File: src/design/zx_mem_pkg.sv
`default_nettype none

package zx_mem_pkg;

	//////////////////////////////////////////////////
	// widths
	//////////////////////////////////////////////////

	localparam int z_addr_w    = 16;
	// page followed by word offset within a 16 KB window
	localparam int word_addr_w = 21;

	typedef logic [7:0] page_t;

	//////////////////////////////////////////////////
	// enums
	//////////////////////////////////////////////////

	// four fclk phases of one dram cycle
	typedef enum logic [1:0] {ph_cbeg, ph_post_cbeg, ph_pre_cend, ph_cend} cycle_phase_e;

	typedef enum logic [1:0] {own_none, own_cpu, own_video} owner_e;

	typedef enum logic [3:0] {
		cfg_page0 = 4'd0,
		cfg_page1 = 4'd1,
		cfg_page2 = 4'd2,
		cfg_page3 = 4'd3,
		cfg_rom0  = 4'd4,
		cfg_rom1  = 4'd5,
		cfg_rom2  = 4'd6,
		cfg_rom3  = 4'd7,
		cfg_vbase = 4'd8
	} cfg_reg_e;

	//////////////////////////////////////////////////
	// structs
	//////////////////////////////////////////////////

	typedef struct packed {
		logic             valid;
		cfg_reg_e         sel;
		logic [7:0]       data;
	} cfg_wr_t;

	typedef struct packed {
		logic [word_addr_w-1:0] addr;
		logic                   is_rom;
	} map_t;

	typedef struct packed {
		logic                   req;
		logic [word_addr_w-1:0] addr;
		logic                   rnw;
		logic [15:0]            wdata;
		logic [1:0]             bsel;
	} dram_req_t;

	typedef struct packed {
		logic        strobe;
		logic [15:0] rdata;
	} dram_rsp_t;

endpackage

`default_nettype wire

File: src/design/dram_arbiter.sv
`timescale 1ns/100ps
`default_nettype none

module dram_arbiter (
	input  logic                     fclk,
	input  logic                     arst_n,
	input  zx_mem_pkg::cycle_phase_e phase,
	input  zx_mem_pkg::dram_req_t    cpu_req,
	input  zx_mem_pkg::dram_req_t    vid_req,
	input  logic [15:0]              rd_data,
	output zx_mem_pkg::dram_req_t    mem_req,
	output zx_mem_pkg::dram_rsp_t    cpu_rsp,
	output zx_mem_pkg::dram_rsp_t    vid_rsp
);
	import zx_mem_pkg::*;

	owner_e owner_q;
	owner_e last_q;
	owner_e choice;
	owner_e cur_owner;
	logic   cpu_wait;
	logic   vid_wait;
	logic   cpu_stb_q;
	logic   vid_stb_q;

	// strobe lands on the next cbeg, so that request is already served
	assign cpu_wait = cpu_req.req && !cpu_stb_q;
	assign vid_wait = vid_req.req && !vid_stb_q;

	//////////////////////////////////////////////////
	// owner choice
	//////////////////////////////////////////////////

	always_comb
	begin
		// video first, but never twice in a row over a waiting cpu
		if (vid_wait && !(last_q == own_video && cpu_wait))
			choice = own_video;
		else if (cpu_wait)
			choice = own_cpu;
		else
			choice = own_none;
	end

	assign cur_owner = (phase == ph_cbeg) ? choice : owner_q;

	always_comb
	begin
		case (cur_owner)
			own_cpu:
				mem_req = cpu_req;
			own_video:
				mem_req = vid_req;
			default:
				mem_req = '0;
		endcase
	end

	always_ff @(posedge fclk or negedge arst_n)
	begin
		if (!arst_n)
		begin
			owner_q   <= own_none;
			last_q    <= own_none;
			cpu_stb_q <= 1'b0;
			vid_stb_q <= 1'b0;
		end
		else
		begin
			if (phase == ph_cbeg)
			begin
				owner_q <= choice;
				if (choice != own_none)
					last_q <= choice;
			end
			// one cycle after cend
			cpu_stb_q <= (phase == ph_cend) && (owner_q == own_cpu);
			vid_stb_q <= (phase == ph_cend) && (owner_q == own_video);
		end
	end

	//////////////////////////////////////////////////
	// return steering
	//////////////////////////////////////////////////

	assign cpu_rsp = '{strobe: cpu_stb_q, rdata: rd_data};
	assign vid_rsp = '{strobe: vid_stb_q, rdata: rd_data};

endmodule

`default_nettype wire

File: config.mk
export PLATFORM = sky130hd
export DESIGN_NAME = dram_arbiter
export DESIGN_NICKNAME = d
export VERILOG_FILES = /design/src/design/zx_mem_pkg.sv /design/src/design/dram_arbiter.sv
export SDC_FILE = /design/constraint.sdc
export NUM_CORES = 1
export LEC_CHECK = 0
export BUFFER_PORTS_ARGS = -buffer_cell sky130_fd_sc_hd__clkbuf_2
export CORE_AREA = 2 2 68 70
export DETAILED_ROUTE_END_ITERATION = 8
export DIE_AREA = 0 0 70 72
export GPL_ROUTABILITY_DRIVEN = 0
export PLACE_DENSITY_LB_ADDON = 0.1
export SYNTH_ARGS = -nofsm -noshare
export SYNTH_HDL_FRONTEND = slang
export SYNTH_SLANG_ARGS = --single-unit
export TNS_END_PERCENT = 30
File: constraint.sdc
create_clock -name fclk -period 2.7 [get_ports fclk]
set_clock_uncertainty 0.2 [all_clocks]
set_input_delay 0.54 -clock fclk [delete_from_list [all_inputs] [get_ports fclk]]
set_output_delay 0.54 -clock fclk [all_outputs]
set_load 0.1 [all_outputs]
==> key figures <==
Logic synthesis
  – Area leader, netlist: a22oi_1
  – Synth cell count leaders: a22oi_1, nor2_1, buf_4
  – Yosys warns: 0
  – Ranking of synthesized cells by area: a22oi_1, buf_4, nor2_1
  – EDFF count, synth: 0
  – Top-count cell post-synth: a22oi_1
  – Count of cell types in the netlist: 20
  – Yosys top cell area share: 0.296
  – Syn nets: 260
  – Synth Flop Type: dfrtp_1
  – Share of synthesized registers carrying an async set or reset: 1.00
  – Synth Instances: roughly 160
  – Synthesis-stage register bit count: 6
  – Mapped Avg Cell Area: 6.99 um2
  – Register area share after synthesis: 0.138
  – Mapped Area: roughly 1100 um2

STA
  – Period utilization: 1.10
  – Minimum clock period after layout: 2980 ps
  – Slew margin rel.: 0.641
  – Final Hold Violating Endpoints: 0
  – RSZ-0062 raised after global routing: true
  – Achievable Freq: between 0.3 and 0.4 GHz
  – Worst-margin pin slew: 541 ps
  – Setup_tns: -9990 ps
  – Setup violators final: between 40 and 50
  – Final worst slack: -276 ps
  – WHS: 333 ps
  – Max Slew Vio Count: 0

Layout
  – Layout cells sized above 1: 0.941
  – Final #Nets: 379
  – Area delta synth->final: 191%
  – Utilization after layout: 0.744
  – Antenna Cells: 0

Global route
  – Met2 Use GR: 0.405
  – Busiest grt layer: met2
  – Grt met3 use: 0.0500
  – Global-route wire length before repair: about 8500 um
  – Total grt overflow: 0
  – Largest net degree at the start of global routing: 21
  – Total track usage: 0.208
  – Vias in the first global route: 1,747
  – Initial antenna violation count: 0
  – Met1 Usage GRT: 0.215

Drt
  – Initial drt markers: 28
  – DRC: 0
  – DRT antenna net count: 0
  – Routed via count: roughly 1,600
  – DR vias/cell: around 5.1
  – DR WL/cell: 17.7 um
  – DRT Pass-1 Iters: 4
  – WL final: roughly 5700 um

Setup path
  – Reg2Reg Depth: 5
  – Crit-path max FO: 10
  – Worst EP arrival: 2240 ps
  – CP endpoint kind: output port
  – Startpoint Class: flop
  – WS Path Type: reg -> out
  – Data required, critical path: 1960 ps

CTS
  – Clock Sinks: 6
  – CTS tree: yes
  – Reg clk slew, reported paths: 30 ps
  – CTS H-tree lvls: 1
  – Skew-Pair Late Insertion Delay: ~220 ps
  – CTS max path bufs: 2
  – Root Buffer Master: clkbuf_8
  – Number of buffers created by CTS: 3

Run status
  – Failing checks: negative setup slack
  – Outcome: complete, but fails checks

Hold path
  – Hold depth: 1
  – Hold Crit Class: reg -> reg

Run
  – Max-cap violation count: 0

Place
  – PortBufs: 128
  – Pre-CTS WS: -358 ps
  – Post-DP HPWL: around 3700 um

Power and ir drop
  – Worst VDD drop: approximately 600 uV
  – Pwr Total: roughly 2.1 mW
  – Pwr Density: approximately 670 nW/um2
  – Leak: 1.27 nW

Die
  – Num ports: 177
  – Die width: 70 um
  – CORE AREA: 4260 um2
  – Die area: around 5000 um2
  – Row count: 24
  – Die height: 72 um
  – Initial Util: 0.256
layer usage:
| layer | up-vias | part of all wire |
|---|---|---|
| li1 | 761 | - |
| met1 | 765 | 0.35 |
| met2 | 94 | 0.55 |
| met3 | 24 | 0.080 |
| met4 | 0 | 0.024 |
| met5 | - | 0 |
final cells by class:
cell class              instances  area [um2]
flip-flops and latches          6         150
multi-input cells             100        1190
repair buffers                163        1720
fillers                       316        1090
clock buffers                   3        41.3
inverters                       1        3.75
well taps                      52        65.1
critical path, cell delays in order, from the launching register on:
cell and delay, ps:
dfrtp_1 370, nand2b_4 140, or3b_4 410, a22o_4 240, ha_4 210, buf_12 160
a22oi_2 240, nor2_4 70, buf_12 160
cells in the final DEF, fill, tap and decap left out, types with 2 or more instances in the layout:
cell type / synthesis / final
buf_16: 0 / 5
nor2_4: 0 / 41
buf_12: 0 / 46
ha_4: 0 / 2
buf_6: 0 / 3
clkbuf_2: 0 / 86
clkbuf_8: 0 / 3
nor3b_1: 2 / 2
nand2_1: 2 / 2
dfrtp_1: 6 / 6
buf_4: 34 / 21
a22oi_2: 0 / 43
cell families after synthesis:
| kind of cell | synth area share |
|---|---|
| compound gates | 0.324 |
| fa+ha+maj | 0.0230 |
| buf+inv | 0.298 |
| flops | 0.138 |
| simple gates | 0.217 |
per-stage QoR:
stage	instances	area, um2
global placement	302	2570
CTS	321	3080
floorplan	156	1540
global route	325	3170
detailed placement	302	2570
finish	325	3170
sequential cells by signal, indices dropped and copies added, names as in the netlist:
| register | cells |
|---|---|
| last_q | 2 |
| owner_q | 2 |
| cpu_stb_q | 1 |
| vid_stb_q | 1 |
path summary, 6_finish.rpt:
path | endpoint | slack [ps] | startpoint
min in group asynchronous | owner_q[1] | 490 | arst_n
max in group asynchronous | last_q[1] | 1660 | arst_n
hold / removal | vid_stb_q | 330 | owner_q[0]
hold reg to reg | vid_stb_q | 330 | owner_q[0]
setup reg to reg | owner_q[1] | 980 | last_q[0]
setup / recovery | mem_req[32] | -280 | last_q[0]
what timing repair did:
| action | 4_1_cts | 5_1_grt |
|---|---|---|
| buffers inserted | 11 | 3 |
| hold buffers | 1 | 0 |
| hold endpoints to repair | 6 | 0 |
| cloned | 4 | 1 |
| resized for setup | 55 | 8 |
| pin swaps | 47 | 18 |
| setup endpoints to repair | 41 | 41 |
report_power, final:
part	total [mW]	leakage (nW)	internal, mW	switching [mW]
registers	0.119	0.0763	0.104	0.0147
clock network	0.131	0.0216	0.0955	0.0355
logic	1.86	1.17	0.731	1.13
Note: power is estimated with default switching activity, not from simulation.
