--- src/design/zx_mem_pkg.sv ---
`default_nettype none

package zx_mem_pkg;

	//////////////////////////////////////////////////
	// widths
	//////////////////////////////////////////////////

	localparam int z_addr_w    = 16;
	// page followed by word offset within a 16 KB window
	localparam int word_addr_w = 21;

	typedef logic [7:0] page_t;

	//////////////////////////////////////////////////
	// enums
	//////////////////////////////////////////////////

	// four fclk phases of one dram cycle
	typedef enum logic [1:0] {ph_cbeg, ph_post_cbeg, ph_pre_cend, ph_cend} cycle_phase_e;

	typedef enum logic [1:0] {own_none, own_cpu, own_video} owner_e;

	typedef enum logic [3:0] {
		cfg_page0 = 4'd0,
		cfg_page1 = 4'd1,
		cfg_page2 = 4'd2,
		cfg_page3 = 4'd3,
		cfg_rom0  = 4'd4,
		cfg_rom1  = 4'd5,
		cfg_rom2  = 4'd6,
		cfg_rom3  = 4'd7,
		cfg_vbase = 4'd8
	} cfg_reg_e;

	//////////////////////////////////////////////////
	// structs
	//////////////////////////////////////////////////

	typedef struct packed {
		logic             valid;
		cfg_reg_e         sel;
		logic [7:0]       data;
	} cfg_wr_t;

	typedef struct packed {
		logic [word_addr_w-1:0] addr;
		logic                   is_rom;
	} map_t;

	typedef struct packed {
		logic                   req;
		logic [word_addr_w-1:0] addr;
		logic                   rnw;
		logic [15:0]            wdata;
		logic [1:0]             bsel;
	} dram_req_t;

	typedef struct packed {
		logic        strobe;
		logic [15:0] rdata;
	} dram_rsp_t;

endpackage

`default_nettype wire

--- src/design/apb_cpu_bridge.sv ---
`timescale 1ns/100ps
`default_nettype none

module apb_cpu_bridge (
	input  logic                          fclk,
	input  logic                          arst_n,
	input  logic                          psel,
	input  logic                          penable,
	input  logic                          pwrite,
	input  logic [zx_mem_pkg::z_addr_w:0] paddr,
	input  logic [7:0]                    pwdata,
	input  zx_mem_pkg::map_t              map,
	input  zx_mem_pkg::dram_rsp_t         cpu_rsp,
	output logic [7:0]                    prdata,
	output logic                          pready,
	output logic [zx_mem_pkg::z_addr_w-1:0] z_addr,
	output zx_mem_pkg::cfg_wr_t           cfg_wr,
	output zx_mem_pkg::dram_req_t         cpu_req
);
	import zx_mem_pkg::*;

	typedef enum logic [1:0] {st_idle, st_wait, st_done} state_e;

	state_e                 state_q;
	logic                   setup;
	logic                   is_cfg;
	logic                   req_q;
	logic [word_addr_w-1:0] addr_q;
	logic                   rnw_q;
	logic [7:0]             wbyte_q;
	logic [1:0]             bsel_q;
	logic                   cfg_valid_q;
	cfg_reg_e               cfg_sel_q;
	logic [7:0]             cfg_data_q;

	assign setup  = psel && !penable;
	// upper half of the apb space holds the config registers
	assign is_cfg = paddr[z_addr_w];
	assign z_addr = paddr[z_addr_w-1:0];

	assign cfg_wr  = '{valid: cfg_valid_q, sel: cfg_sel_q, data: cfg_data_q};
	assign cpu_req = '{req: req_q, addr: addr_q, rnw: rnw_q,
		wdata: {wbyte_q, wbyte_q}, bsel: bsel_q};

	always_ff @(posedge fclk or negedge arst_n)
	begin
		if (!arst_n)
		begin
			state_q     <= st_idle;
			pready      <= 1'b0;
			req_q       <= 1'b0;
			cfg_valid_q <= 1'b0;
		end
		else
		begin
			cfg_valid_q <= 1'b0;
			case (state_q)
				st_idle:
					if (setup)
					begin
						if (is_cfg || (pwrite && map.is_rom))
						begin
							// no dram cycle, done in first access cycle
							cfg_valid_q <= is_cfg && pwrite;
							pready      <= 1'b1;
							state_q     <= st_done;
						end
						else
						begin
							req_q   <= 1'b1;
							state_q <= st_wait;
						end
					end
				st_wait:
					if (cpu_rsp.strobe)
					begin
						req_q   <= 1'b0;
						pready  <= 1'b1;
						state_q <= st_done;
					end
				default:
					if (psel && penable)
					begin
						pready  <= 1'b0;
						state_q <= st_idle;
					end
			endcase
		end
	end

	// payload, captured in the setup phase
	always_ff @(posedge fclk)
	begin
		if (state_q == st_idle && setup)
		begin
			addr_q     <= map.addr;
			rnw_q      <= !pwrite;
			wbyte_q    <= pwdata;
			bsel_q     <= z_addr[0] ? 2'b10 : 2'b01;
			cfg_sel_q  <= cfg_reg_e'(paddr[3:0]);
			cfg_data_q <= pwdata;
			prdata     <= 8'hff;
		end
		else if (state_q == st_wait && cpu_rsp.strobe)
			prdata <= z_addr[0] ? cpu_rsp.rdata[15:8] : cpu_rsp.rdata[7:0];
	end

endmodule

`default_nettype wire

--- config.mk ---
export PLATFORM = sky130hd
export DESIGN_NAME = apb_cpu_bridge
export DESIGN_NICKNAME = d
export VERILOG_FILES = /design/src/design/zx_mem_pkg.sv /design/src/design/apb_cpu_bridge.sv
export SDC_FILE = /design/constraint.sdc
export NUM_CORES = 1
export LEC_CHECK = 0
export BUFFER_PORTS_ARGS = -buffer_cell sky130_fd_sc_hd__clkbuf_2
export CAP_MARGIN = 5
export CORE_ASPECT_RATIO = 0.8
export CORE_MARGIN = 8
export CORE_UTILIZATION = 29
export DETAILED_ROUTE_END_ITERATION = 10
export MAX_ROUTING_LAYER = met4
export PLACE_DENSITY_LB_ADDON = 0.08
export SYNTH_ARGS = -nofsm -noshare
export SYNTH_HDL_FRONTEND = slang
export SYNTH_SLANG_ARGS = --single-unit
--- constraint.sdc ---
create_clock -name fclk -period 1.7 [get_ports fclk]
set_input_delay 0.085 -clock fclk [delete_from_list [all_inputs] [get_ports fclk]]
set_output_delay 0.085 -clock fclk [all_outputs]
set_load 0.01 [all_outputs]
==> impl_metrics.yaml <==
final_layout:
  design_area_sq_um: 2800
  fillers: 613
  antenna_cells: 0
  final_util_pct: 44.0
  area_delta_synth_final_pct: 46.3
  final_common_cell: "clkbuf_2"
  final_cell_mix: "clkbuf_2 (123), edfxtp_1 (35), dlygate4sd3_1 (33), nand2_1 (13), o211ai_1 (9)"
  regArea_sq_um: 1340
  multiInputGateArea_sq_um: 270
  final_nets: 330
  layout-drive-gt1-share_pct: 51.5
floorplan:
  fp.coreArea_sq_um: 6380
  num_rows: 26
  fp.dieArea_sq_um: 9480
  start_util_pct: 30.0
  fp.dieH_um: 88.7
  die_width_um: 107
  num_io_pins: 148
critical_path:
  critical_path_class: "reg2reg"
  crit_start: "state_q[1]"
  endpoint_kind: "register"
  rr_endpoint: "bsel_q[0]"
  cp_max_fo: 23
  cp_top_family: "flip-flops"
  r2r_cells: 3
  critPathArrivalTime_ns: 1.49
  regToRegSetupSlack_ns: 0.21
  required_ns: 1.71
  timing.rr.start: "state_q[1]"
  cp-start-kind: "register"
  worstPathCellList: "or3_1 > inv_4 > buf_12"
  cp_slowest_cell: "dfrtp_1"
  worst_path_largest_cell_delay_ns: 0.44
  crit_buf_inv: 2
synthesis:
  synth_area_leaders: "edfxtp_1 (55%), buf_4 (14%), dfxtp_1 (8.4%), dfrtp_1 (6.5%), mux2i_1 (4.2%)"
  netlist.area_leader.share_pct: 54.9
  synth_enable_flop_cells: 35
  synth_largest_area_cell: "edfxtp_1"
  synth.distinct_cells: 21
  ys.warnings.count: 0
  synth_seq_area_share_pct: 69.8
  syn_inst: 133
  syn_nets: 202
  async_reset_ff_share_pct: 10.4
  ys_seq_elements: 48
  netlist_area_sq_um: 1920
  synth.avg_cell_area_sq_um: 14.4
  synthFlopType: "edfxtp_1"
sta:
  hold_viol_final: 0
  setup_viol: 0
  finClkSkew_ns: 0.00579
  fin_crit_sh_pct: 87.5
  rsz0062_at_grt: "no"
  fmax_mhz: 673
  fin_tns_setup_ns: 0
  relSlewSlack_pct: 75.2
  final_max_slew_viol_count: 0
  worstMarginPinSlew_ns: 0.367
  period_minus_slack_ns: 1.49
drt:
  avgRoutedWirePerCell_um: 14.4
  via_per_inst: 4.05
  met1_length_mm: 2.06
  vias: 1402
  route.detailed.drc: 0
  wl_met3_um: 482
  highest-signal-layer: "met4"
  antenna_left: 0
  dr.pass1.iters: 4
  drt_iter0_markers: 32
  wirelength_mm: 4.97
  wl_met2_mm: 2.31
clock_network:
  cts_made_buffers: 5
  cts_setup_buffers: 0
  clockRootBuffer: "clkbuf_8"
  cts.sinks: 48
  tritoncts: "built"
  cts.htree.levels: 2
  clk_latency_ns: 0.29
  cts.path.max_buffers: 2
  cts.clk_slew.worst_paths_ns: 0.09
global_route:
  grt_pass1_wl_mm: 7.49
  overflow: 0
  antenna_found_initial: 0
  grt_max_degree: 24
  grt.total_usage_pct: 10.5
  grt_pass1_vias: 1482
outcome:
  outcome: "finished, final reports clean"
flow_run:
  maxCapViolations: 0
placed_design:
  place_congestion: 0.742
  hpwl_mm: 3.80
  dpl_cell_area_sq_um: 2390
  io_buffers: 123
min_path:
  hold_class: "in2reg"
  holdCritStartpoint: "pwrite"
  hold_depth: 2
  whs_endpoint: "rnw_q"
pwr:
  power.leakage_nw: 1.32
  worst_ir_drop_vdd_uv: 358
  power.density_nw_per_um2: 974
## flip-flops by register name, summed over array words and instances (netlist names)
name	cells
bsel_q	1
cfg_valid_q	1
prdata	8
req_q	1
cfg_data_q	8
state_q	2
rnw_q	1
cfg_sel_q	4
pready	1
addr_q	21
## layout make-up
type,instances,area share (%)
Sequential cell,48,47.7
Multi-Input combinational cell,42,9.64
Timing Repair Buffer,160,35.3
Clock inverter,1,0.312
Tap cell,84,3.75
Inverter,4,0.625
Clock buffer,7,2.72
## where the power goes
part | internal [W] | leakage (nW) | switching (W) | total (W)
registers | 0.00142 | 0.450 | 0.0000759 | 0.00150
clock network | 0.000294 | 0.0424 | 0.000364 | 0.000659
logic | 0.000286 | 0.829 | 0.000292 | 0.000577
## cell usage after synthesis (all sizes together) (2+ instances only)
cell type,count
a21oi,2
inv,4
o211ai,9
dfxtp,8
buf,39
dfrtp,5
edfxtp,35
nand2,13
nand2b,2
mux2i,8
o21ai,2
## how the worst max path moves through the flow
| stage | endpoint | slack [ns] | cells after the start |
|---|---|---|---|
| after CTS | cfg_data_q[2] | 0.21 | 3 |
| after detailed placement | cfg_data_q[5] | 0.22 | 3 |
| after floorplan | addr_q[0] | 0.20 | 3 |
| final | bsel_q[0] | 0.21 | 3 |
| after global placement | cfg_data_q[1] | 0.23 | 3 |
| after global routing | addr_q[19] | 0.14 | 3 |
## stage by stage
stage          hold slack (ns)  power [W]  instances  worst slack (ns)
2_1_floorplan           -0.211    0.00184        133             0.196
3_5_place_dp           -0.0877    0.00205        305             0.221
4_1_cts                 0.0266    0.00279        346             0.208
6_report                0.0336    0.00273        346             0.213
3_3_place_gp           -0.0869    0.00205        305             0.229
5_1_grt                 0.0399    0.00291        346             0.140
## routing by layer
| metal | GRT usage [%] | up-vias |
|---|---|---|
| met5 | - | - |
| met4 | 5.61 | 0 |
| met3 | 3.93 | 17 |
| met1 | 11.3 | 615 |
| li1 | - | 687 |
| met2 | 16.6 | 83 |
## kinds of logic after synthesis
family,synth area share (%)
compound gates,5.23
mux,4.18
flops,69.8
simple gates,4.70
buf+inv,16.1
## timing repair
action	4_1_cts	5_1_grt
hold endpoints to repair	37	0
hold buffers	33	0
endpoints found under the setup margin	0	0
resized for setup	0	0
Power figures use the tool's default switching activity.
