===== config.mk =====
export PLATFORM = sky130hd
export DESIGN_NAME = mem_pager
export DESIGN_NICKNAME = d
export VERILOG_FILES = /design/src/design/zx_mem_pkg.sv /design/src/design/mem_pager.sv
export SDC_FILE = /design/constraint.sdc
export NUM_CORES = 1
export LEC_CHECK = 0
export ABC_AREA = 1
export BUFFER_PORTS_ARGS = -buffer_cell sky130_fd_sc_hd__buf_4
export CAP_MARGIN = 0
export CORE_MARGIN = 3
export CORE_UTILIZATION = 40
export DETAILED_ROUTE_END_ITERATION = 7
export PLACE_DENSITY = 0.75
export SLEW_MARGIN = 5
export SYNTH_ARGS = -nofsm -noshare
export SYNTH_HDL_FRONTEND = slang
export SYNTH_SLANG_ARGS = --single-unit

===== constraint.sdc =====
create_clock -name fclk -period 1.5 [get_ports fclk]
set_input_delay 0.3 -clock fclk [delete_from_list [all_inputs] [get_ports fclk]]
set_output_delay 0.3 -clock fclk [all_outputs]
set_load 0.1 [all_outputs]

===== src/design/zx_mem_pkg.sv =====
`default_nettype none

package zx_mem_pkg;

	//////////////////////////////////////////////////
	// widths
	//////////////////////////////////////////////////

	localparam int z_addr_w    = 16;
	// page followed by word offset within a 16 KB window
	localparam int word_addr_w = 21;

	typedef logic [7:0] page_t;

	//////////////////////////////////////////////////
	// enums
	//////////////////////////////////////////////////

	// four fclk phases of one dram cycle
	typedef enum logic [1:0] {ph_cbeg, ph_post_cbeg, ph_pre_cend, ph_cend} cycle_phase_e;

	typedef enum logic [1:0] {own_none, own_cpu, own_video} owner_e;

	typedef enum logic [3:0] {
		cfg_page0 = 4'd0,
		cfg_page1 = 4'd1,
		cfg_page2 = 4'd2,
		cfg_page3 = 4'd3,
		cfg_rom0  = 4'd4,
		cfg_rom1  = 4'd5,
		cfg_rom2  = 4'd6,
		cfg_rom3  = 4'd7,
		cfg_vbase = 4'd8
	} cfg_reg_e;

	//////////////////////////////////////////////////
	// structs
	//////////////////////////////////////////////////

	typedef struct packed {
		logic             valid;
		cfg_reg_e         sel;
		logic [7:0]       data;
	} cfg_wr_t;

	typedef struct packed {
		logic [word_addr_w-1:0] addr;
		logic                   is_rom;
	} map_t;

	typedef struct packed {
		logic                   req;
		logic [word_addr_w-1:0] addr;
		logic                   rnw;
		logic [15:0]            wdata;
		logic [1:0]             bsel;
	} dram_req_t;

	typedef struct packed {
		logic        strobe;
		logic [15:0] rdata;
	} dram_rsp_t;

endpackage

`default_nettype wire


===== src/design/mem_pager.sv =====
`timescale 1ns/100ps
`default_nettype none

module mem_pager (
	input  logic                            fclk,
	input  logic                            arst_n,
	input  zx_mem_pkg::cfg_wr_t             cfg_wr,
	input  logic [zx_mem_pkg::z_addr_w-1:0] z_addr,
	output zx_mem_pkg::map_t                map
);
	import zx_mem_pkg::*;

	page_t      page_q [4];
	logic [3:0] rom_q;
	logic [1:0] win;

	// top two address bits pick the 16 KB window
	assign win = z_addr[z_addr_w-1 -: 2];

	assign map = '{addr: {page_q[win], z_addr[13:1]}, is_rom: rom_q[win]};

	always_ff @(posedge fclk or negedge arst_n)
	begin
		if (!arst_n)
		begin
			// identity mapping, all ram
			for (int i = 0; i < 4; i++)
			begin
				page_q[i] <= page_t'(i);
			end
			rom_q <= 4'b0000;
		end
		else if (cfg_wr.valid)
		begin
			case (cfg_wr.sel)
				cfg_page0,
				cfg_page1,
				cfg_page2,
				cfg_page3:
					page_q[cfg_wr.sel[1:0]] <= cfg_wr.data;
				cfg_rom0,
				cfg_rom1,
				cfg_rom2,
				cfg_rom3:
					rom_q[cfg_wr.sel[1:0]] <= cfg_wr.data[0];
				default:
					;
			endcase
		end
	end

endmodule

`default_nettype wire


==> results.yml, run 1 <==
placement:
  gp_congestion: 0.806
  post-place-cells: 329
  hpwl_um: 3100
  portBuffers: 25
timing:
  slew_headroom_pct: 69.2
  fin_crit_ns: 1.62
  slew_viol_final: 0
  worst_pin_slew_ns: 0.462
  finalSetupViolCount: 7
  hold-worst-slack_ns: 0.269
  fin_ws_ns: -0.123
  rsz0062_at_grt: "true"
  skew_ns: 0
  fin_crit_sh_pct: 108
  hold_viol_final: 0
  fmax_ghz: 0.616
floorplanning:
  core_area_um2: 4820
  rows: 25
  io-pin-count: 53
  start_util_pct: 42.3
  dieWidth_um: 77.4
  fp.dieH_um: 77.4
  die_area_um2: 5990
clock_network:
  cts_buffer_depth: 2
  tritoncts: "built"
  h-tree-depth: 2
  insertion_delay_ns: 0.28
  root_buffer: "clkbuf_8"
  cts.sinks: 36
  path_clk_slew_ns: 0.07
  cts_made_buffers: 5
  postCtsSetupRepairBufs: 0
worst_setup_path:
  reg2reg_setup_slack_ns: 0.79
  regToRegEndpoint: "page_q[1]$_DFFE_PN1P_"
  worstPathArrival_ns: 1.32
  worstSetupPathType: "flip-flop to primary output"
  reg2reg_from: "page_q[1]$_DFFE_PN1P_"
  end_kind: "primary output"
  critical_path.startpoint: "page_q[1]$_DFFE_PN1P_"
  cp-start-kind: "flip-flop"
  r2r_cells: 2
  required_ns: 1.20
  endpoint: "map[15]"
  path_max_fanout: 2
yosys:
  avgSynthCellArea_um2: 7.87
  yosysSeqAreaShare_pct: 44.4
  ys_types: 19
  netlist_area_um2: 2040
  synth.yosys.warnings: 0
  syn_nets: 290
  synthCells: 259
  ys_ff_latch: 36
global_routing:
  grt_pass1_wl_um: 8180
  grt_use_total_pct: 17.3
  antenna_found_initial: 0
  grt_pass1_vias: 1644
  grt_max_degree: 37
  grt_overflow: 0
detailed_routing:
  wl_per_cell_um: 14.0
  top_layer: "met4"
  vias: 1711
  routed_wl_um: 4710
  via_per_inst: 5.08
  wl_met1_um: 2040
  initialDrtViolationCount: 130
  drc: 0
  dr.pass1.iters: 4
  routed-wl-met2_um: 2420
  antenna_left: 0
  routed-wl-met3_um: 211
finish:
  fin_nets: 301
  area_growth_pct: 21.2
  fillers: 468
  final_common_cell: "nand2_1"
  diodes: 0
  layout-drive-gt1-share_pct: 22.6
  final-instance-count-excl-fill: 337
  final_cell_mix: "nand2_1, nand4_1, dfrtp_1"
power_and_ir_drop:
  p_per_area_nw_per_um2: 1220
  leakage_nw: 1.22
  ir_drop_mv: 0.605
run:
  maxCapViolCount: 0
status:
  violations: "setup timing"
  outcome: "complete, but fails checks"
hold_path:
  hp-class: "input port to flip-flop"
where the power goes:
group          internal, mW  switching, mW
Combinational         0.350          0.646
Sequential             1.19         0.0991
Clock                 0.409          0.337
logic make-up (layout without fill, tap and decap cells):
family / count (synthesis) / count (layout) / synth area share, %
simple gates: 143 / 143 / 34.2
compound gates: 29 / 29 / 8.34
flops: 36 / 36 / 44.4
buf+inv: 51 / 62 / 13.1
stage by stage:
step,cell area [um^2],TNS (ns),setup WS [ns],util [%],power (mW)
after floorplan,2110,0,0.0528,-,2.12
after global placement,2240,-0.141,-0.0348,46.6,2.15
after detailed placement,2240,-0.182,-0.0470,46.6,2.17
after CTS,2450,-0.437,-0.135,50.8,3.02
after global routing,2470,-0.995,-0.172,51.3,3.20
final,2470,-0.358,-0.123,51.3,3.03
registers in the layout, indices dropped and copies added, names as in the netlist:
name	count
page_q	32
rom_q	4
critical path: stages, from the launching register on:
cell      delay [ns]
dfstp_2         0.54
inv_2           0.03
nand2_2         0.04
o211ai_1        0.13
nand2_4         0.12
buf_12          0.17
worst min-delay path by stage:
stage | startpoint | cells past startpoint | endpoint
detailed placement | arst_n | 1 | page_q[14]$_DFFE_PN0P_
global route | cfg_wr[1] | 3 | page_q[9]$_DFFE_PN1P_
floorplan | arst_n | 0 | page_q[10]$_DFFE_PN0P_
global placement | arst_n | 1 | page_q[2]$_DFFE_PN0P_
finish | cfg_wr[1] | 3 | page_q[9]$_DFFE_PN1P_
CTS | cfg_wr[1] | 3 | page_q[9]$_DFFE_PN1P_
cell type report:
| class | count | area, um^2 | area share, % |
|---|---|---|---|
| Clock buffer | 7 | 96.3 | 3.90 |
| Inverter | 23 | 86.3 | 3.49 |
| Multi-Input combinational cell | 172 | 941 | 38.1 |
| Sequential cell | 36 | 906 | 36.6 |
| Tap cell | 67 | 83.8 | 3.39 |
| Timing Repair Buffer | 32 | 359 | 14.5 |
what timing repair did:
item,in CTS,in global routing
hold endpoints to repair,32,0
hold buffers,1,0
pin swaps,1,1
resized for setup,26,8
cloned,0,0
setup endpoints to repair,9,9
synthesized netlist by cell type:
| library cell | count | area share (%) |
|---|---|---|
| o21bai_1 | 2 | 0.74 |
| o211ai_1 | 8 | 2.9 |
| nand3_4 | 3 | 2.6 |
| inv_1 | 21 | 3.9 |
| a21oi_1 | 9 | 2.2 |
| nor2_4 | 2 | 1.1 |
| dfrtp_1 | 32 | 39 |
| nand2_1 | 95 | 17 |
| nor2_8 | 1 | 0.98 |
| dfstp_2 | 4 | 5.2 |
| clkbuf_1 | 2 | 0.37 |
| nand3_1 | 4 | 0.98 |
| buf_4 | 17 | 6.3 |
| nand4_1 | 33 | 10 |
| inv_2 | 1 | 0.18 |
| nor2_1 | 5 | 0.92 |
| clkinv_1 | 1 | 0.18 |
| buf_2 | 9 | 2.2 |
| o21ai_0 | 10 | 2.5 |
layer usage:
| layer | vias up | global-route usage, % |
|---|---|---|
| met5 | - | 0 |
| met4 | 0 | 6.41 |
| met3 | 4 | 3.94 |
| met2 | 30 | 27.1 |
| met1 | 811 | 23.4 |
| li1 | 866 | - |
Note: power is estimated with default switching activity, not from simulation.
==> run 2, diff against run 1 <==
REMOVE_ABC_BUFFERS = 1   (was unset)
==> run 2 against run 1 <==
  * The flow still finishes with violations (setup timing)
  * Cell area shrank 1.6%
  * Core utilization shrank 0.83 points
  * Cell count grew 2.1%
  * Critical endpoint is now map[14]
  * Largest cell class is now flip-flops and latches
==> results.yml, run 2 (same netlist as run 1, synthesis figures left out) <==
placement:
  gp_congestion: 0.780
  portBuffers: 25
  post-place-cells: 331
  hpwl_um: 3290
  dpl_worst_slack_ns: -0.00298
detailed_routing:
  antenna_left: 0
  initialDrtViolationCount: 137
  dr.pass1.iters: 4
  drc: 0
  vias: 1799
  via_per_inst: 5.23
  wl_per_cell_um: 14.9
  routed_wl_um: 5120
worst_setup_path:
  reg2reg_from: "page_q[21]$_DFFE_PN0P_"
  end_kind: "primary output"
  worstSetupPathType: "flip-flop to primary output"
  regToRegEndpoint: "page_q[21]$_DFFE_PN0P_"
  reg2reg_setup_slack_ns: 0.68
  crit_slowest_cell: "dfstp_2"
  cp-start-kind: "flip-flop"
  slowest_delay_ns: 0.54
  crit_family: "flip-flops"
  required_ns: 1.20
  r2r_cells: 4
  path_buf_inv: 2
  path_cells: "inv_2 -> a21oi_2 -> o21ai_1 -> nand2_1 -> buf_12"
  path_max_fanout: 2
  worstPathArrival_ns: 1.33
global_routing:
  grt_max_degree: 37
  antenna_found_initial: 0
  grt_pass1_vias: 1823
  grt_use_total_pct: 19.0
  grt_pass1_wl_um: 8870
  grt_overflow: 0
clock_network:
  insertion_delay_ns: 0.29
  cts_buffer_depth: 2
  root_buffer: "clkbuf_8"
  cts_made_buffers: 5
  path_clk_slew_ns: 0.06
  tritoncts: "built"
  cts.sinks: 36
  h-tree-depth: 2
finish:
  fin_nets: 308
  largest_registers: "page_q (32), rom_q (4)"
  layout-drive-gt1-share_pct: 20.9
  area_growth_pct: 19.3
  diodes: 0
  final_cell_mix: "nand2_1, nand4_1, dfrtp_1"
  final-instance-count-excl-fill: 344
  regArea_um2: 906
  multiInputGateArea_um2: 871
  final_common_cell: "nand2_1"
  fillers: 485
  largest-register: "page_q"
  largest_reg_flops: 32
hold_path:
  min-delay-start: "cfg_wr[1]"
  hp-class: "input port to flip-flop"
  worstHoldEndpoint: "page_q[1]$_DFFE_PN1P_"
  hold_depth: 3
timing:
  worst_pin_slew_ns: 0.461
  fin_ws_ns: -0.135
  hold-worst-slack_ns: 0.279
  rsz0062_at_grt: "true"
  fin_crit_ns: 1.63
  tns_ns: -0.231
  skew_ns: 0
  fmax_ghz: 0.612
  slew_viol_final: 0
  slew_headroom_pct: 69.2
  hold_viol_final: 0
  fin_crit_sh_pct: 109
  finalSetupViolCount: 3
status:
  outcome: "complete, but fails checks"
  violations: "setup timing"
floorplanning:
  die_area_um2: 5990
  fp.dieH_um: 77.4
  io-pin-count: 53
  dieWidth_um: 77.4
  rows: 25
  core_area_um2: 4820
  start_util_pct: 42.3
run:
  maxCapViolCount: 0
power_and_ir_drop:
  p_total_mw: 2.93
  leakage_nw: 1.23
  p_per_area_nw_per_um2: 1210
  ir_drop_mv: 0.642
run 2: stage by stage:
step                util, %  instance area, um^2
finish                 50.5                 2430
global route           50.5                 2430
CTS                    48.9                 2360
detailed placement     45.5                 2190
global placement       45.5                 2190
floorplan                 -                 1860
run 2: worst register-to-register path: stages, from the launching register on:
cell and delay, ns:
dfrtp_1 0.38, buf_4 0.13, buf_4 0.12, nand2_1 0.05, nand2_1 0.04
run 2: how the worst max path moves through the flow:
stage / cells after the start / from / slack, ns / to
6_report: 5 / page_q[16]$_DFFE_PN1P_ / -0.13 / map[14]
3_3_place_gp: 6 / z_addr[14] / 0.02 / map[0]
4_1_cts: 5 / page_q[16]$_DFFE_PN1P_ / -0.15 / map[14]
5_1_grt: 5 / page_q[16]$_DFFE_PN1P_ / -0.23 / map[14]
2_1_floorplan: 4 / page_q[16]$_DFFE_PN1P_ / -0.16 / map[14]
3_5_place_dp: 6 / z_addr[14] / -0.003 / map[0]
run 2: cell type report:
cell class,instances,share of cell area [%]
multi-input cells,172,35.8
inverters,23,3.55
clock buffers,6,2.98
flip-flops and latches,36,37.2
well taps,67,3.45
clock inverters,1,0.206
repair buffers,39,16.8
run 2: repair_timing:
action / in CTS / in global routing
hold buffers: 1 / 0
pin swaps: 3 / 4
resized for setup: 20 / 11
setup buffers: 1 / 4
endpoints found under the hold margin: 32 / 0
endpoints found under the setup margin: 9 / 9
run 2: layer usage:
layer / share of wire, % / up-vias / global-route usage, %
met4: 0.70 / 0 / 5.69
met1: 44 / 843 / 24.7
met3: 8.8 / 5 / 6.50
li1: - / 878 / -
met2: 47 / 73 / 29.8
met5: 0 / - / 0
run 2: report_power, final:
part           internal (mW)  switching, mW  leakage, nW  total [mW]
Combinational          0.363          0.633        0.743       0.996
Clock                  0.316          0.335       0.0410       0.651
Sequential              1.19          0.101        0.447        1.29
