==> src/design/zx_mem_pkg.sv <==
`default_nettype none

package zx_mem_pkg;

	//////////////////////////////////////////////////
	// widths
	//////////////////////////////////////////////////

	localparam int z_addr_w    = 16;
	// page followed by word offset within a 16 KB window
	localparam int word_addr_w = 21;

	typedef logic [7:0] page_t;

	//////////////////////////////////////////////////
	// enums
	//////////////////////////////////////////////////

	// four fclk phases of one dram cycle
	typedef enum logic [1:0] {ph_cbeg, ph_post_cbeg, ph_pre_cend, ph_cend} cycle_phase_e;

	typedef enum logic [1:0] {own_none, own_cpu, own_video} owner_e;

	typedef enum logic [3:0] {
		cfg_page0 = 4'd0,
		cfg_page1 = 4'd1,
		cfg_page2 = 4'd2,
		cfg_page3 = 4'd3,
		cfg_rom0  = 4'd4,
		cfg_rom1  = 4'd5,
		cfg_rom2  = 4'd6,
		cfg_rom3  = 4'd7,
		cfg_vbase = 4'd8
	} cfg_reg_e;

	//////////////////////////////////////////////////
	// structs
	//////////////////////////////////////////////////

	typedef struct packed {
		logic             valid;
		cfg_reg_e         sel;
		logic [7:0]       data;
	} cfg_wr_t;

	typedef struct packed {
		logic [word_addr_w-1:0] addr;
		logic                   is_rom;
	} map_t;

	typedef struct packed {
		logic                   req;
		logic [word_addr_w-1:0] addr;
		logic                   rnw;
		logic [15:0]            wdata;
		logic [1:0]             bsel;
	} dram_req_t;

	typedef struct packed {
		logic        strobe;
		logic [15:0] rdata;
	} dram_rsp_t;

endpackage

`default_nettype wire

==> src/design/video_fetch.sv <==
`timescale 1ns/100ps
`default_nettype none

module video_fetch #(
	parameter int FETCH_WORDS = 8
) (
	input  logic                  fclk,
	input  logic                  arst_n,
	input  zx_mem_pkg::cfg_wr_t   cfg_wr,
	input  logic                  line_start,
	input  zx_mem_pkg::dram_rsp_t vid_rsp,
	output zx_mem_pkg::dram_req_t vid_req,
	output logic [15:0]           pix_data,
	output logic                  pix_valid
);
	import zx_mem_pkg::*;

	localparam int cnt_w = $clog2(FETCH_WORDS + 1);
	localparam int off_w = word_addr_w - $bits(page_t);

	page_t            vbase_q;
	logic [cnt_w-1:0] cnt_q;
	logic             busy;

	// counter parks at FETCH_WORDS when idle
	assign busy = cnt_q < cnt_w'(FETCH_WORDS);

	assign vid_req = '{req: busy, addr: {vbase_q, off_w'(cnt_q)}, rnw: 1'b1,
		wdata: 16'h0000, bsel: 2'b11};

	// no back-pressure from the display
	assign pix_valid = vid_rsp.strobe;
	assign pix_data  = vid_rsp.rdata;

	always_ff @(posedge fclk or negedge arst_n)
	begin
		if (!arst_n)
		begin
			vbase_q <= '0;
			cnt_q   <= cnt_w'(FETCH_WORDS);
		end
		else
		begin
			if (cfg_wr.valid && cfg_wr.sel == cfg_vbase)
				vbase_q <= cfg_wr.data;
			if (vid_rsp.strobe)
				cnt_q <= cnt_q + 1'b1;
			else if (line_start && !busy)
				cnt_q <= '0;
		end
	end

endmodule

`default_nettype wire

==> config.mk <==
export PLATFORM = sky130hd
export DESIGN_NAME = video_fetch
export DESIGN_NICKNAME = d
export VERILOG_FILES = /design/src/design/zx_mem_pkg.sv /design/src/design/video_fetch.sv
export SDC_FILE = /design/constraint.sdc
export NUM_CORES = 1
export LEC_CHECK = 0
export BUFFER_PORTS_ARGS = -buffer_cell sky130_fd_sc_hd__buf_2
export CORE_UTILIZATION = 34
export DETAILED_ROUTE_END_ITERATION = 10
export PLACE_DENSITY = 0.79
export SYNTH_ARGS = -nofsm -noshare
export SYNTH_HDL_FRONTEND = slang
export SYNTH_SLANG_ARGS = --single-unit
==> constraint.sdc <==
create_clock -name fclk -period 1.2 [get_ports fclk]
set_input_delay 0.06 -clock fclk [delete_from_list [all_inputs] [get_ports fclk]]
set_output_delay 0.06 -clock fclk [all_outputs]
set_load 0.005 [all_outputs]
==> results of run 1 <==
-- state kept, by name, summed over array words and instances (netlist names) --
signal and flops:
cnt_q 4, vbase_q 8
-- critical path, stage by stage, from the launching register on --
cell and delay, ps:
dfrtp_1 420, ha_1 220, xor2_1 160, a22o_1 220
-- layer usage --
metal	vias up	share of wire, %
met5	-	0
met4	0	0
met3	0	16
met2	54	53
met1	230	31
li1	226	-
-- stage by stage --
step                      worst slack, ps  power, uW
after floorplan                       103        918
after global placement                104        962
after detailed placement             78.7        985
after CTS                            79.9       1320
after global routing                 40.4       1410
final                                75.1       1300
-- power by group --
part	leakage (uW)	switching, uW	internal (uW)
clock network	0.0000210	134	184
registers	0.000145	82.3	524
logic	0.000312	164	207
total	0.000478	380	915
-- kinds of logic (layout without fill, tap and decap cells) --
| group | Yosys count | count (layout) | share of synthesized area [%] |
|---|---|---|---|
| buf+inv | 48 | 39 | 41.1 |
| other cells | 2 | 28 | 0.875 |
| simple gates | 4 | 4 | 4.08 |
| flops | 12 | 12 | 35.1 |
| mux | 10 | 10 | 13.0 |
| compound gates | 5 | 5 | 3.35 |
| fa+ha+maj | 1 | 1 | 1.46 |
| xor+xnor | 1 | 1 | 1.02 |
-- what timing repair did --
item,4_1_cts,5_1_grt
hold endpoints to repair,12,0
hold buffers,1,0
setup buffers,0,0
-- cells in the mapped netlist (2+ instances only) --
| master | count | area share (%) |
|---|---|---|
| inv_1 | 2 | 0.87 |
| buf_4 | 46 | 40 |
| nand2_1 | 2 | 0.87 |
| mux2_2 | 9 | 12 |
| o21ai_0 | 3 | 1.7 |
| conb_1 | 2 | 0.87 |
| dfrtp_1 | 11 | 32 |
-- area by class of cell --
class | count | area [sq um] | area share [%]
Clock buffer | 4 | 36.3 | 4.23
Inverter | 2 | 7.51 | 0.876
Multi-Input combinational cell | 49 | 302 | 35.2
Sequential cell | 12 | 302 | 35.2
Tap cell | 28 | 35.0 | 4.09
Timing Repair Buffer | 33 | 175 | 20.4
-- worst paths after layout --
check	slack, ps	cells after the start	from	end
worst min register to register	510	1	vbase_q[5]	vbase_q[5]
worst max register to register	80	3	cnt_q[0]	cnt_q[2]
min in group asynchronous	190	2	arst_n	cnt_q[0]
max in group asynchronous	740	2	arst_n	cnt_q[3]
worst min-delay path	20	2	cfg_wr[3]	vbase_q[3]
worst max-delay path	80	3	cnt_q[0]	cnt_q[2]
==> impl_metrics.py, run 1 <==
metrics = {
    "outcome": {
        "outcome": "complete, no violations",
    },
    "global_routing": {
        "grt_busiest_layer": "met2",
        "grt_overflow": 0,
        "track_usage_pct": 10.4,
        "grt_pass1_wl_mm": 1.97,
        "met3_usage_pct": 5.51,
        "grt_use_met2_pct": 19.7,
        "antenna_found_initial": 0,
        "gr-usage-met1_pct": 9.07,
        "grt_pass1_vias": 464,
        "grt_max_degree": 13,
    },
    "worst_setup_path": {
        "cp.required_ps": 1360,
        "cp-end-kind": "flip-flop",
        "critPathMaxFanout": 4,
        "path_class": "reg2reg",
        "start_kind": "flip-flop",
        "arrival_ps": 1290,
    },
    "clock_network": {
        "clk_pin_slew_worst_paths_ps": 80,
        "clock_sinks": 12,
        "cts_tree": "done",
        "cts_resized": 0,
        "clock_path_buffers": 2,
        "h-tree-depth": 1,
        "clk-insertion-delay-late_ps": 270,
        "cts_made_buffers": 3,
        "cts-root-buf": "clkbuf_4",
    },
    "layout": {
        "drive_above_1_share_pct": 47.0,
        "nFillCells": 240,
        "final_cells": 128,
        "nets": 135,
        "layout_common_cells": "30 x buf_2, 28 x conb_1, 11 x dfrtp_1, 9 x mux2_2",
        "fin_util_pct": 37.3,
        "final_common_cell": "buf_2",
        "areaGrowthSynthToFinish_pct": -0.146,
        "final_cell_area_sq_um": 857,
        "diodes": 0,
    },
    "logic_synthesis": {
        "ys.flop_type": "dfrtp_1",
        "synth_cells": 83,
        "yosysWarningCount": 0,
        "yosysUniqueCellTypes": 15,
        "synth.cell_area_sq_um": 858,
        "synth_enable_flop_cells": 0,
        "ys_ff_latch": 12,
        "yosysSeqAreaShare_pct": 35.1,
        "postSynthAreaPerCell_sq_um": 10.3,
        "ys_async_sr_fraction_pct": 100,
    },
    "floorplan": {
        "io_pins": 91,
        "fp-row-count": 17,
        "die_h_um": 52.2,
        "start_util_pct": 37.4,
        "dieArea_sq_um": 2730,
        "coreArea_sq_um": 2300,
        "die_w_um": 52.2,
    },
    "timing": {
        "fin_crit_ps": 1120,
        "setup_tns_ps": 0,
        "setup_violations": 0,
        "finClkSkew_ps": 1.09,
        "fmax_ghz": 0.889,
        "drv_slew": 0,
        "rsz0062_at_grt": "no",
        "hold_viol": 0,
        "timing.final.crit_share_pct": 93.7,
        "holdWs_ps": 16.7,
    },
    "routing": {
        "vias_per_cell": 3.98,
        "first_iter_violations": 1,
        "drt_wl_total_mm": 1.39,
        "post_drt_wl_per_cell_um": 10.8,
        "via_count": 510,
        "postRouteAntennaNets": 0,
        "drcViolationCount": 0,
        "drt_pass1_iterations": 2,
    },
    "power": {
        "p_leak_uw": 0.000478,
        "ir_drop_v": 0.000846,
        "pwr_density_cell_nw_per_um2": 1510,
    },
    "placed_design": {
        "gp_congestion": 0.645,
        "port_buffers": 30,
        "dpl.hpwl_mm": 1.16,
        "place_inst": 123,
        "placed_cell_area_sq_um": 811,
    },
    "worst_hold_path": {
        "hold_class": "in2reg",
    },
    "job": {
        "drv_cap": 0,
    },
}
Power figures use the tool's default switching activity.
==> inputs of run 2 (changes only) <==
Settings changed: CORE_MARGIN from default to 2.
==> run 2 against run 1 <==
Compared with the run above: first-iteration DRC count stayed put; maximum frequency is 0.65% higher; hold slack better by 8.0 ps.
==> impl_metrics.py, run 2 (synthesis results as in run 1) <==
metrics = {
    "worst_setup_path": {
        "cpLargestDelayFamily": "flip-flops",
        "r2r_end": "cnt_q[2]",
        "start_kind": "flip-flop",
        "slowest_delay_ps": 410,
        "r2r_setup_slack_ps": 80,
        "cp_num_buf_inv": 0,
        "critPathMaxFanout": 4,
        "path_cells": "ha_1 -> xor2_1 -> a22o_1",
        "regToRegStartpoint": "cnt_q[0]",
        "cp-startpoint": "cnt_q[0]",
        "cp-end-kind": "flip-flop",
        "arrival_ps": 1270,
        "cp.depth": 3,
        "cp.required_ps": 1350,
        "slowest_stage": "dfrtp_1",
        "endpoint": "cnt_q[2]",
        "r2r_cells": 3,
        "path_class": "reg2reg",
    },
    "power": {
        "p_leak_uw": 0.000466,
        "ir_drop_v": 0.000787,
        "pwr_density_cell_nw_per_um2": 1450,
        "fin_total_pwr_uw": 1220,
    },
    "global_routing": {
        "track_usage_pct": 8.52,
        "grt_use_met2_pct": 15.9,
        "grt_overflow": 0,
        "gr-usage-met1_pct": 7.85,
        "grt_busiest_layer": "met2",
        "grt_pass1_vias": 439,
        "antenna_found_initial": 0,
        "grt_pass1_wl_mm": 1.77,
        "met3_usage_pct": 2.19,
        "grt_max_degree": 13,
    },
    "clock_network": {
        "clock_path_buffers": 2,
        "clk_pin_slew_worst_paths_ps": 70,
        "cts_resized": 0,
        "hold_buffers": 1,
        "cts-root-buf": "clkbuf_4",
        "cts_tree": "done",
        "clk-insertion-delay-late_ps": 260,
        "cts_made_buffers": 3,
        "post_cts_buffers": 0,
        "clock_sinks": 12,
        "h-tree-depth": 1,
    },
    "layout": {
        "diodes": 0,
        "nFillCells": 269,
        "multi_input_area_sq_um": 302,
        "largest_reg_flops": 8,
        "final_cell_area_sq_um": 842,
        "largest_register": "vbase_q",
        "drive_above_1_share_pct": 45.5,
        "final_common_cell": "buf_2",
        "nets": 134,
        "layout_common_cells": "30 x buf_2, 28 x conb_1, 11 x dfrtp_1, 9 x mux2_2",
        "ff_latch_area_sq_um": 302,
        "areaGrowthSynthToFinish_pct": -1.89,
        "top_regs": "vbase_q (8), cnt_q (4)",
    },
    "job": {
        "drv_cap": 0,
    },
    "routing": {
        "drt_wl_total_mm": 1.30,
        "first_iter_violations": 1,
        "drcViolationCount": 0,
        "via_count": 501,
        "postRouteAntennaNets": 0,
        "drt_pass1_iterations": 2,
        "vias_per_cell": 3.88,
        "post_drt_wl_per_cell_um": 10.0,
    },
    "worst_hold_path": {
        "hold_depth": 2,
        "hold_class": "in2reg",
    },
    "timing": {
        "fmax_ghz": 0.895,
        "timing.final.crit_share_pct": 93.1,
        "drv_slew": 0,
        "setup_tns_ps": 0,
        "finClkSkew_ps": 8.18,
        "hold_viol": 0,
        "rsz0062_at_grt": "no",
        "setup_violations": 0,
        "fin_crit_ps": 1120,
    },
    "placed_design": {
        "gp_congestion": 0.586,
        "placed_cell_area_sq_um": 806,
        "port_buffers": 30,
        "dpl.hpwl_mm": 1.13,
    },
    "floorplan": {
        "io_pins": 91,
        "die_w_um": 54.2,
        "start_util_pct": 35.3,
        "dieArea_sq_um": 2940,
        "die_h_um": 54.2,
        "coreArea_sq_um": 2430,
        "fp-row-count": 18,
    },
    "outcome": {
        "outcome": "complete, no violations",
    },
}
-- run 2: final cells by class --
class                      count  area share (%)
timing repair buffer          32            19.9
tap                           30            4.46
clock buffer                   4            3.12
multi-input combinational     49            35.8
sequential                    12            35.8
inverter                       2           0.892
-- run 2: stage by stage --
step / utilization, % / hold WS, ps / worst slack [ps] / cells
detailed placement: 33.1 / -49.2 / 76.7 / 124
floorplan: - / -236 / 103 / 109
finish: 34.6 / 24.7 / 82.3 / 129
CTS: 34.6 / 17.3 / 71.8 / 129
global placement: 33.1 / -52.9 / 101 / 124
global route: 34.6 / 5.78 / 18.6 / 129
-- run 2: worst min-delay path by stage --
stage | endpoint | startpoint | slack [ps]
after floorplan | cnt_q[0] | arst_n | -240
after global placement | cnt_q[0] | arst_n | -50
after detailed placement | cnt_q[0] | arst_n | -50
after CTS | vbase_q[6] | cfg_wr[6] | 20
after global routing | vbase_q[2] | cfg_wr[2] | 6
final | vbase_q[6] | cfg_wr[6] | 20
-- run 2: power breakdown --
part	leakage [uW]	switching, uW	internal, uW	total [uW]
registers	0.000145	83.2	525	608
clock network	0.0000150	115	128	243
logic	0.000306	166	208	374
-- run 2: routing by layer --
layer,share of wire [%],wire (um)
met4,1.6,21
met1,30,393
met2,52,675
met5,0,0
met3,16,205
==> inputs of run 3 (changes only) <==
Settings changed: CAP_MARGIN from default to 20, PLACE_DENSITY 0.79 to 0.83.
==> run 3 against run 2 <==
Compared with the run above: via count down 0.40%; register-to-register slack is essentially flat; highest routed layer unchanged; power grew 1.2%; clock-buffer cell count unchanged; final cell count did not move; routed wire length shrank 0.23%; clock skew shrank 6.0 ps; hold slack got worse by 1.8 ps.
==> impl_metrics.py, run 3 (synthesis results as in run 1) <==
metrics = {
    "outcome": {
        "outcome": "complete, no violations",
    },
    "global_routing": {
        "grt_max_degree": 13,
        "grt_pass1_wl_mm": 1.79,
        "antenna_found_initial": 0,
        "grt_pass1_vias": 424,
        "grt_overflow": 0,
        "track_usage_pct": 8.85,
    },
    "timing": {
        "finClkSkew_ps": 2.15,
        "hold_viol": 0,
        "rsz0062_at_grt": "no",
        "finalWorstSetupSlack_ps": 77.1,
        "drv_slew": 0,
        "timing.final.crit_share_pct": 93.6,
        "setup_tns_ps": 0,
        "holdWs_ps": 22.9,
        "fmax_ghz": 0.891,
        "setup_violations": 0,
        "fin_crit_ps": 1120,
    },
    "clock_network": {
        "hold_buffers": 1,
        "clock_sinks": 12,
        "post_cts_buffers": 0,
        "cts_resized": 0,
        "clock_path_buffers": 2,
        "clk-insertion-delay-late_ps": 260,
        "h-tree-depth": 1,
        "cts_made_buffers": 3,
        "cts_tree": "done",
        "clk_pin_slew_worst_paths_ps": 70,
        "cts-root-buf": "clkbuf_4",
    },
    "worst_setup_path": {
        "arrival_ps": 1280,
        "cp-end-kind": "flip-flop",
        "cp.depth": 3,
        "slowest_stage": "dfrtp_1",
        "cpLargestDelayFamily": "flip-flops",
        "path_class": "reg2reg",
        "r2r_end": "cnt_q[2]",
        "regToRegStartpoint": "cnt_q[0]",
        "endpoint": "cnt_q[2]",
        "slowest_delay_ps": 410,
        "cp_num_buf_inv": 0,
        "critPathMaxFanout": 4,
        "r2r_cells": 3,
        "r2r_setup_slack_ps": 80,
        "cp.required_ps": 1360,
        "cp-startpoint": "cnt_q[0]",
        "start_kind": "flip-flop",
        "path_cells": "ha_1 -> xor2_1 -> a22o_1",
    },
    "routing": {
        "drcViolationCount": 0,
        "drt_wl_total_mm": 1.29,
        "first_iter_violations": 4,
        "post_drt_wl_per_cell_um": 10.0,
        "via_count": 499,
        "drt_pass1_iterations": 3,
        "postRouteAntennaNets": 0,
        "vias_per_cell": 3.87,
    },
    "floorplan": {
        "die_h_um": 54.2,
        "dieArea_sq_um": 2940,
        "die_w_um": 54.2,
        "fp-row-count": 18,
        "coreArea_sq_um": 2430,
        "io_pins": 91,
        "start_util_pct": 35.3,
    },
    "layout": {
        "largest_register": "vbase_q",
        "fin_util_pct": 34.6,
        "areaGrowthSynthToFinish_pct": -1.89,
        "top_regs": "vbase_q (8), cnt_q (4)",
        "nFillCells": 256,
        "diodes": 0,
        "final_common_cell": "buf_2",
        "layout_common_cells": "30 x buf_2, 28 x conb_1, 11 x dfrtp_1, 9 x mux2_2",
        "largest_reg_flops": 8,
        "drive_above_1_share_pct": 45.5,
        "nets": 134,
    },
    "job": {
        "drv_cap": 0,
    },
    "placed_design": {
        "dpl.hpwl_mm": 1.11,
        "gp_congestion": 0.588,
        "port_buffers": 30,
        "pre_cts_slack_ps": 87.4,
    },
    "power": {
        "p_leak_uw": 0.000466,
        "ir_drop_v": 0.000836,
        "pwr_density_cell_nw_per_um2": 1470,
        "fin_total_pwr_uw": 1240,
    },
    "worst_hold_path": {
        "hold_class": "in2reg",
    },
}
run 3: cell counts in the layout (fill, tap and decap cells not counted):
No cell type changed its count.
run 3: power by group:
part	leakage (uW)	switching (uW)	internal, uW
Sequential	0.000145	84.9	524
Combinational	0.000306	168	209
Clock	0.0000150	125	128
run 3: layout make-up:
class	count	area, sq um	area share [%]
timing repair buffer	32	168	19.9
sequential	12	302	35.8
multi-input combinational	49	302	35.8
inverter	2	7.51	0.892
tap	30	37.5	4.46
clock buffer	4	26.3	3.12
run 3: routing by layer:
layer	vias up	wire [um]	track usage, %
li1	225	-	-
met1	226	392	7.99
met2	42	718	16.3
met3	6	151	1.91
met4	0	29	7.92
met5	-	0	0
run 3: how the worst min path moves through the flow:
stage	endpoint	depth (start not counted)	start	slack [ps]
final	vbase_q[3]	2	cfg_wr[3]	20
after global routing	vbase_q[3]	2	cfg_wr[3]	20
after CTS	vbase_q[3]	2	cfg_wr[3]	10
after global placement	cnt_q[0]	1	arst_n	-60
after detailed placement	cnt_q[0]	1	arst_n	-50
after floorplan	cnt_q[0]	0	arst_n	-240
run 3: stage by stage:
| step | instances | area [sq um] |
|---|---|---|
| global route | 129 | 842 |
| floorplan | 109 | 956 |
| detailed placement | 124 | 806 |
| CTS | 129 | 842 |
| finish | 129 | 842 |
| global placement | 124 | 806 |
